File: config.mk
export PLATFORM = sky130hd
export DESIGN_NAME = io_row_top
export DESIGN_NICKNAME = d
export VERILOG_FILES = /design/src/design/mc_cfg_pkg.sv /design/src/design/mc_packet_pkg.sv /design/src/design/io_link_if.sv /design/src/design/reset_sequencer.sv /design/src/design/io_router_node.sv /design/src/design/column_test_mem.sv /design/src/design/io_row_top.sv
export SDC_FILE = /design/constraint.sdc
export NUM_CORES = 2
export LEC_CHECK = 0
export BUFFER_PORTS_ARGS = -buffer_cell sky130_fd_sc_hd__buf_2
export CORE_MARGIN = 1
export CORE_UTILIZATION = 60
export DETAILED_ROUTE_END_ITERATION = 16
export PLACE_DENSITY = 0.73
export SYNTH_ARGS = -nofsm -noshare
export SYNTH_HDL_FRONTEND = slang
export SYNTH_SLANG_ARGS = --single-unit
File: constraint.sdc
create_clock -name clk_i -period 7.2 [get_ports clk_i]
set_clock_uncertainty 0.15 [all_clocks]
set_input_delay 0.36 -clock clk_i [delete_from_list [all_inputs] [get_ports clk_i]]
set_output_delay 0.36 -clock clk_i [all_outputs]
set_load 0.02 [all_outputs]
File: src/design/mc_cfg_pkg.sv
//////////////////////////////////////////////////////////////////////
// I/O row configuration constants
// Row geometry, word widths and the length of the configuration phase
// shared by every block of the row.
//////////////////////////////////////////////////////////////////////

`default_nettype none

package mc_cfg_pkg;

  // column coordinate, up to 8 columns
  localparam int x_cord_width_c = 3;

  // word address inside one column memory
  localparam int addr_width_c = 4;

  localparam int data_width_c = 32;

  // cycles of configuration before the done flag
  localparam int cfg_cycles_c = 8;

endpackage

`default_nettype wire

File: src/design/mc_packet_pkg.sv
//////////////////////////////////////////////////////////////////////
// I/O row packet types
// Memory opcode plus the request and response packets carried on
// every link of the row.
//////////////////////////////////////////////////////////////////////

`default_nettype none

package mc_packet_pkg;

  import mc_cfg_pkg::*;

  typedef enum logic {
    op_load  = 1'b0,
    op_store = 1'b1
  } mem_op_e;

  // 40 bit request
  typedef struct packed {
    mem_op_e                   op;
    logic [x_cord_width_c-1:0] x_cord;
    logic [addr_width_c-1:0]   addr;
    logic [data_width_c-1:0]   data;
  } req_pkt_s;

  // 36 bit response
  typedef struct packed {
    logic [x_cord_width_c-1:0] src_x;
    logic [data_width_c-1:0]   data;
    logic                      op;
  } resp_pkt_s;

endpackage

`default_nettype wire

File: src/design/io_link_if.sv
//////////////////////////////////////////////////////////////////////
// I/O link
// Valid/ready request channel in one direction and a valid/ready
// response channel coming back.
//////////////////////////////////////////////////////////////////////

`default_nettype none

interface io_link_if
  import mc_packet_pkg::*;
();

  // request channel flowing downstream
  logic      req_v;
  logic      req_ready;
  req_pkt_s  req;

  // response channel flowing back upstream
  logic      resp_v;
  logic      resp_ready;
  resp_pkt_s resp;

  modport up (
    output req_v, req, resp_ready,
    input  req_ready, resp_v, resp
  );

  modport down (
    input  req_v, req, resp_ready,
    output req_ready, resp_v, resp
  );

endinterface

`default_nettype wire

File: src/design/reset_sequencer.sv
//////////////////////////////////////////////////////////////////////
// Reset sequencer
// Counts out the configuration phase, raises the done flag and then
// releases core reset through a chain of flops.
//////////////////////////////////////////////////////////////////////

`default_nettype none

module reset_sequencer
  import mc_cfg_pkg::*;
#(
  parameter int reset_depth_p = 3
) (
  input  logic clk_i,
  input  logic rst_n_i,
  output logic cfg_done_o,
  output logic core_rst_o
);

  localparam int cnt_width_lp = $clog2(cfg_cycles_c + 1);

  logic [cnt_width_lp-1:0]  cnt_r;
  logic [reset_depth_p-1:0] rst_chain_r;

  // configuration countdown
  always_ff @(posedge clk_i or negedge rst_n_i) begin
    if (!rst_n_i) begin
      cnt_r <= cnt_width_lp'(cfg_cycles_c);
    end else if (cnt_r != '0) begin
      cnt_r <= cnt_r - 1'b1;
    end
  end

  assign cfg_done_o = (cnt_r == '0);

  // core reset held until done has walked through every stage
  always_ff @(posedge clk_i or negedge rst_n_i) begin
    if (!rst_n_i) begin
      rst_chain_r <= '1;
    end else begin
      rst_chain_r <= reset_depth_p'({rst_chain_r, ~cfg_done_o});
    end
  end

  assign core_rst_o = rst_chain_r[reset_depth_p-1];

endmodule

`default_nettype wire

File: src/design/io_router_node.sv
//////////////////////////////////////////////////////////////////////
// I/O row router node
// Steers requests from the west to the local column or further east,
// and merges local and east responses into one west-bound register.
//////////////////////////////////////////////////////////////////////

`default_nettype none

module io_router_node
  import mc_cfg_pkg::*;
  import mc_packet_pkg::*;
#(
  parameter int num_cols_p = 4
) (
  input  logic                      clk_i,
  input  logic                      core_rst_i,
  input  logic [x_cord_width_c-1:0] my_x_i,
  io_link_if.down                   west,
  io_link_if.up                     east,
  io_link_if.up                     proc
);

  // row must fit the coordinate field
  if (num_cols_p < 2 || num_cols_p > (1 << x_cord_width_c)) begin : g_bad_cols
    $error("num_cols_p out of range for x_cord_width_c");
  end

  logic      run_r;
  logic      to_proc;
  logic      east_free;
  logic      proc_free;
  logic      west_free;
  logic      take_east;
  logic      take_proc;
  logic      grant_proc;
  logic      grant_east;
  logic      prio_east_r;
  logic      east_req_v_r;
  logic      proc_req_v_r;
  logic      west_resp_v_r;
  req_pkt_s  east_req_r;
  req_pkt_s  proc_req_r;
  resp_pkt_s west_resp_r;

  //////////////////////////////////////////////////////////////////////
  // request path
  //////////////////////////////////////////////////////////////////////
  assign to_proc        = (west.req.x_cord == my_x_i);
  assign east_free      = ~east_req_v_r | east.req_ready;
  assign proc_free      = ~proc_req_v_r | proc.req_ready;
  assign west.req_ready = run_r & (to_proc ? proc_free : east_free);
  assign take_proc      = west.req_v & west.req_ready & to_proc;
  assign take_east      = west.req_v & west.req_ready & ~to_proc;

  //////////////////////////////////////////////////////////////////////
  // response path
  //////////////////////////////////////////////////////////////////////
  assign west_free  = ~west_resp_v_r | west.resp_ready;
  // round robin, priority flips after each grant
  assign grant_proc = run_r & west_free & proc.resp_v & (~east.resp_v | ~prio_east_r);
  assign grant_east = run_r & west_free & east.resp_v & ~grant_proc;

  assign proc.resp_ready = grant_proc;
  assign east.resp_ready = grant_east;

  always_ff @(posedge clk_i) begin
    if (core_rst_i) begin
      run_r         <= 1'b0;
      east_req_v_r  <= 1'b0;
      proc_req_v_r  <= 1'b0;
      west_resp_v_r <= 1'b0;
      prio_east_r   <= 1'b0;
    end else begin
      run_r <= 1'b1;
      if (east_free) begin
        east_req_v_r <= take_east;
      end
      if (proc_free) begin
        proc_req_v_r <= take_proc;
      end
      if (west_free) begin
        west_resp_v_r <= grant_proc | grant_east;
      end
      if (grant_proc | grant_east) begin
        prio_east_r <= grant_proc;
      end
    end
  end

  always_ff @(posedge clk_i) begin
    if (take_east) begin
      east_req_r <= west.req;
    end
    if (take_proc) begin
      proc_req_r <= west.req;
    end
    if (grant_proc) begin
      west_resp_r <= proc.resp;
    end else if (grant_east) begin
      west_resp_r <= east.resp;
    end
  end

  assign east.req_v  = east_req_v_r;
  assign east.req    = east_req_r;
  assign proc.req_v  = proc_req_v_r;
  assign proc.req    = proc_req_r;
  assign west.resp_v = west_resp_v_r;
  assign west.resp   = west_resp_r;

endmodule

`default_nettype wire

File: src/design/column_test_mem.sv
//////////////////////////////////////////////////////////////////////
// Column test memory
// Word memory under one router node; answers loads and stores with a
// single registered response.
//////////////////////////////////////////////////////////////////////

`default_nettype none

module column_test_mem
  import mc_cfg_pkg::*;
  import mc_packet_pkg::*;
#(
  parameter int mem_words_p = 16
) (
  input  logic                      clk_i,
  input  logic                      core_rst_i,
  input  logic [x_cord_width_c-1:0] src_x_i,
  io_link_if.down                   link
);

  if (mem_words_p < 1 || mem_words_p > (1 << addr_width_c)) begin : g_bad_words
    $error("mem_words_p does not fit addr_width_c");
  end

  logic [data_width_c-1:0] mem_r [mem_words_p];
  logic                    resp_v_r;
  resp_pkt_s               resp_r;
  logic                    accept;
  logic                    is_store;

  // take a new request when the response slot is empty or draining
  assign link.req_ready = ~resp_v_r | link.resp_ready;
  assign accept         = link.req_v & link.req_ready;
  assign is_store       = (link.req.op == op_store);

  always_ff @(posedge clk_i) begin
    if (core_rst_i) begin
      resp_v_r <= 1'b0;
      for (int i = 0; i < mem_words_p; i++) begin
        mem_r[i] <= '0;
      end
    end else begin
      if (link.req_ready) begin
        resp_v_r <= link.req_v;
      end
      if (accept && is_store) begin
        mem_r[link.req.addr] <= link.req.data;
      end
    end
  end

  // store echoes its data, load returns the old word
  always_ff @(posedge clk_i) begin
    if (accept) begin
      resp_r.src_x <= src_x_i;
      resp_r.op    <= link.req.op;
      resp_r.data  <= is_store ? link.req.data : mem_r[link.req.addr];
    end
  end

  assign link.resp_v = resp_v_r;
  assign link.resp   = resp_r;

endmodule

`default_nettype wire

File: src/design/io_row_top.sv
//////////////////////////////////////////////////////////////////////
// I/O row top level
// Reset sequencer, a west-to-east chain of router nodes with one test
// memory per column, host link on the west end.
//////////////////////////////////////////////////////////////////////

`default_nettype none

module io_row_top
  import mc_cfg_pkg::*;
  import mc_packet_pkg::*;
#(
  parameter int num_cols_p    = 4,
  parameter int reset_depth_p = 3,
  parameter int mem_words_p   = 16
) (
  input  logic                      clk_i,
  input  logic                      rst_n_i,
  input  logic                      host_req_v_i,
  output logic                      host_req_ready_o,
  input  mem_op_e                   host_req_op_i,
  input  logic [x_cord_width_c-1:0] host_req_x_i,
  input  logic [addr_width_c-1:0]   host_req_addr_i,
  input  logic [data_width_c-1:0]   host_req_data_i,
  output logic                      host_resp_v_o,
  input  logic                      host_resp_ready_i,
  output logic [x_cord_width_c-1:0] host_resp_src_x_o,
  output logic [data_width_c-1:0]   host_resp_data_o,
  output logic                      host_resp_op_o,
  output logic                      cfg_done_o
);

  logic core_rst;

  // row_link[x] is the west link of node x
  io_link_if row_link [num_cols_p+1] ();
  io_link_if mem_link [num_cols_p] ();

  reset_sequencer #(
    .reset_depth_p(reset_depth_p)
  ) rst_seq (
    .clk_i      (clk_i),
    .rst_n_i    (rst_n_i),
    .cfg_done_o (cfg_done_o),
    .core_rst_o (core_rst)
  );

  for (genvar x = 0; x < num_cols_p; x++) begin : g_col
    io_router_node #(
      .num_cols_p(num_cols_p)
    ) io_rtr (
      .clk_i      (clk_i),
      .core_rst_i (core_rst),
      .my_x_i     (x_cord_width_c'(x)),
      .west       (row_link[x]),
      .east       (row_link[x+1]),
      .proc       (mem_link[x])
    );

    column_test_mem #(
      .mem_words_p(mem_words_p)
    ) test_mem (
      .clk_i      (clk_i),
      .core_rst_i (core_rst),
      .src_x_i    (x_cord_width_c'(x)),
      .link       (mem_link[x])
    );
  end

  //////////////////////////////////////////////////////////////////////
  // host link and east end
  //////////////////////////////////////////////////////////////////////
  assign row_link[0].req_v = host_req_v_i;
  assign row_link[0].req   = '{op: host_req_op_i, x_cord: host_req_x_i,
                               addr: host_req_addr_i, data: host_req_data_i};
  assign row_link[0].resp_ready = host_resp_ready_i;

  assign host_req_ready_o  = row_link[0].req_ready;
  assign host_resp_v_o     = row_link[0].resp_v;
  assign host_resp_src_x_o = row_link[0].resp.src_x;
  assign host_resp_data_o  = row_link[0].resp.data;
  assign host_resp_op_o    = row_link[0].resp.op;

  // nothing lives past the last column
  assign row_link[num_cols_p].req_ready = 1'b0;
  assign row_link[num_cols_p].resp_v    = 1'b0;
  assign row_link[num_cols_p].resp      = '0;

endmodule

`default_nettype wire

==> run_results.csv <==
group,metric,value,unit
run_status,status,"finished clean",
yosys,netlist_instances,6394,
placed_design,dpl.hpwl,163000,um
worst_setup_path,start_kind,"flop",
routing,drcViolationCount,0,
worst_setup_path,r2r-start,"g_col[2].io_rtr.run_r",
timing,slew_headroom,0.0520,
cts,cts_buffer_depth,4,
cts,cts_setup_buffers,0,
yosys,async_reset_ff_frac,0.00266,
floorplanning,die-height,435,um
timing,slew_viol_final,0,
timing,worst_pin_slew,1420,ps
worst_setup_path,worstPathArrival,3910,ps
floorplanning,fp.dieW,435,um
pwr,switchingPower,9.13,mW
worst_setup_path,worst_r2r_endpoint,"g_col[0].test_mem.mem_r[8][21]",
pwr,p_seq_frac,0.520,
floorplanning,core,186000,um^2
global_routing,first_global_vias,57734,
placed_design,pre_cts_ws,2930,ps
yosys,yosys_register_bits,2628,
yosys,synth_area,112000,um^2
yosys,yosysTopAreaCell,"edfxtp_1",
timing,worst_slack,2780,ps
worst_setup_path,reg2regPathDepth,6,
yosys,synth_top_area_share,0.690,
timing,rsz0062_at_grt,"false",
global_routing,grt_start_max_net_pins,104,
routing,wl,282000,um
pwr,intPower,27.7,mW
pwr,p_leak,40.2,nW
pwr,netSwitchingFraction,0.248,
flow_run,max_cap_viol_count,0,
yosys,synth.area.top_cells,"edfxtp_1 69%, mux4_2 13%, and2_1 11%",
routing,dr.pass1.iters,5,
cells_and_area,layout_common_cells,"2585 x edfxtp_1, 2051 x and2_1, 640 x mux4_2",
cts,cts.sinks,2628,
cts,clk-insertion-delay-late,930,ps
yosys,yosysUniqueCellTypes,59,
yosys,syn_area_per_cell,17.6,um^2
global_routing,antenna_found_initial,24,
cts,numCtsBuffers,284,
worst_setup_path,critPathRequiredTime,6690,ps
cts,root_buffer,"clkbuf_16",
yosys,yosysSeqAreaShare,0.698,
timing,whs,51.5,ps
cells_and_area,instances_no_fill,9122,
cts,cts_resized,0,
placed_design,portBuffers,81,
cts,ctsHoldBuffers,44,
cells_and_area,final_common_cell,"edfxtp_1",
floorplanning,die-area,189000,um^2
worst_setup_path,endpoint_kind,"output pin",
cells_and_area,fin_area,125000,um^2
timing,min_period,4420,ps
floorplanning,row_count,158,
yosys,yosys_warnings,0,
placed_design,globalplace.congestion,0.917,
timing,setup_total_negative_slack,0,ps
worst_hold_path,min_to,"g_col[0].io_rtr.proc.req[12]",
worst_setup_path,critPathKind,"flop to output pin",
placed_design,dp.cells,8586,
pwr,clockPowerShare,0.383,
pwr,powerDensity,294,nW/um^2
global_routing,grt_overflow_total,0,
worst_setup_path,critPathLaunch,"g_col[2].io_rtr.run_r",
cells_and_area,finalNetCount,6481,
timing,setup_violations,0,
worst_setup_path,worst-path-max-fanout,27,
routing,wl_per_cell,30.9,um
cts,clk_pin_slew,60,ps
timing,finalCritPeriodShare,0.614,
worst_hold_path,hold_depth,2,
yosys,synth_edf_count,2585,
cts,cts_tree,"built",
floorplanning,ios,83,
worst_hold_path,min_from,"host_req_data_i[12]",
cells_and_area,area_growth,11.3,%
cells_and_area,drive_gt1_frac,0.251,
pwr,share_comb_of_total_power,0.096,
routing,first_iter_violations,7647,
global_routing,grt_first_pass_wirelength,409000,um
routing,postRouteAntennaNets,0,
placed_design,dpl_cell_area,116000,um^2
routing,viasPerCell,6.34,
cts,htree_levels,5,
timing,max_freq,226,MHz
yosys,ys.flop_type,"edfxtp_1",
yosys,syn_nets,6439,
floorplanning,start_util,0.605,
worst_setup_path,reg2reg_slack,2890,ps
worst_hold_path,worstHoldPathType,"primary input to flop",
global_routing,grt_usage,0.302,
routing,num_vias,57820,
timing,hold_viol,0,
pwr,ir_drop,0.265,mV
## how the worst max path moves through the flow
stage,endpoint,slack [ps],cells after the start
2_1_floorplan,g_col[1].io_rtr.east.req[0],2390,5
3_3_place_gp,g_col[0].test_mem.mem_r[4][18],2950,6
3_5_place_dp,g_col[0].test_mem.mem_r[8][18],2930,6
4_1_cts,host_req_ready_o,2800,6
5_1_grt,host_req_ready_o,2650,6
6_report,host_req_ready_o,2780,6
## sequential cells by signal (all words and copies together), names as in the netlist, named ones only
signal and flops:
g_col.io_rtr.east.req 120, g_col.io_rtr.east.req_v 4, g_col.io_rtr.prio_east_r 3, g_col.io_rtr.proc.req 148, g_col.io_rtr.proc.req_v 4, g_col.io_rtr.run_r 1
g_col.io_rtr.west.resp 137, g_col.io_rtr.west.resp_v 4, g_col.test_mem.link.resp 132, g_col.test_mem.link.resp_v 4, g_col.test_mem.mem_r 2048, rst_seq.cnt_r 4
rst_seq.rst_chain_r 3
## metal layers
layer	part of all wire	wire [um]	vias up	track usage
met5	0.00039	111	-	0
met3	0.10	28900	510	0.0621
met2	0.47	131000	3114	0.455
met4	0.044	12400	16	0.126
met1	0.39	109000	30061	0.435
li1	-	-	24119	-
## synthesized netlist by cell type (all sizes together), types with 11 or more instances
library cell / number
and2: 2051
nand2b: 11
or2: 28
o21ai: 49
mux4: 640
edfxtp: 2585
dfxtp: 36
a21oi: 14
nand3: 17
nand2: 35
nor2: 61
clkbuf: 433
mux2: 243
buf: 77
inv: 14
nor3: 18
## power by group through the flow
stage	logic, mW	registers, mW	clock network [mW]
finish	3.55	19.2	14.1
global route	3.72	19.2	14.8
CTS	3.54	19.1	14.2
detailed placement	3.50	19.4	0
global placement	3.49	19.4	0
floorplan	2.52	18.6	0
## through the flow
stage / power [mW] / utilization
floorplan: 21.1 / -
global placement: 22.9 / 0.623
detailed placement: 22.9 / 0.623
CTS: 36.9 / 0.673
global route: 37.7 / 0.673
finish: 36.8 / 0.673
## layout make-up
type | count | area [um^2]
sequential | 2628 | 78600
fill | 12076 | 60700
multi-input combinational | 3242 | 32600
clock buffer | 352 | 7650
tap | 2480 | 3100
timing repair buffer | 266 | 1950
clock inverter | 133 | 1210
inverter | 14 | 55.1
antenna | 7 | 17.5
## critical path, cell delays in order (launching register included)
cell and delay, ps:
dfxtp_1 980, nand3_2 220, o21a_1 320, a41oi_1 240
o21ai_0 260, a31oi_1 680, buf_2 290
## logic make-up (layout without fill, tap and decap cells)
kind of cell,count (synthesis),count (layout),synth area share
xor+xnor,1,1,0.0000779
simple gates,2264,2264,0.125
fa+ha+maj,1,1,0.000111
mux,883,883,0.153
buf+inv,524,765,0.0183
other cells,1,8,0.0000334
flops,2628,2628,0.698
compound gates,92,92,0.00524
Power figures use the tool's default switching activity.
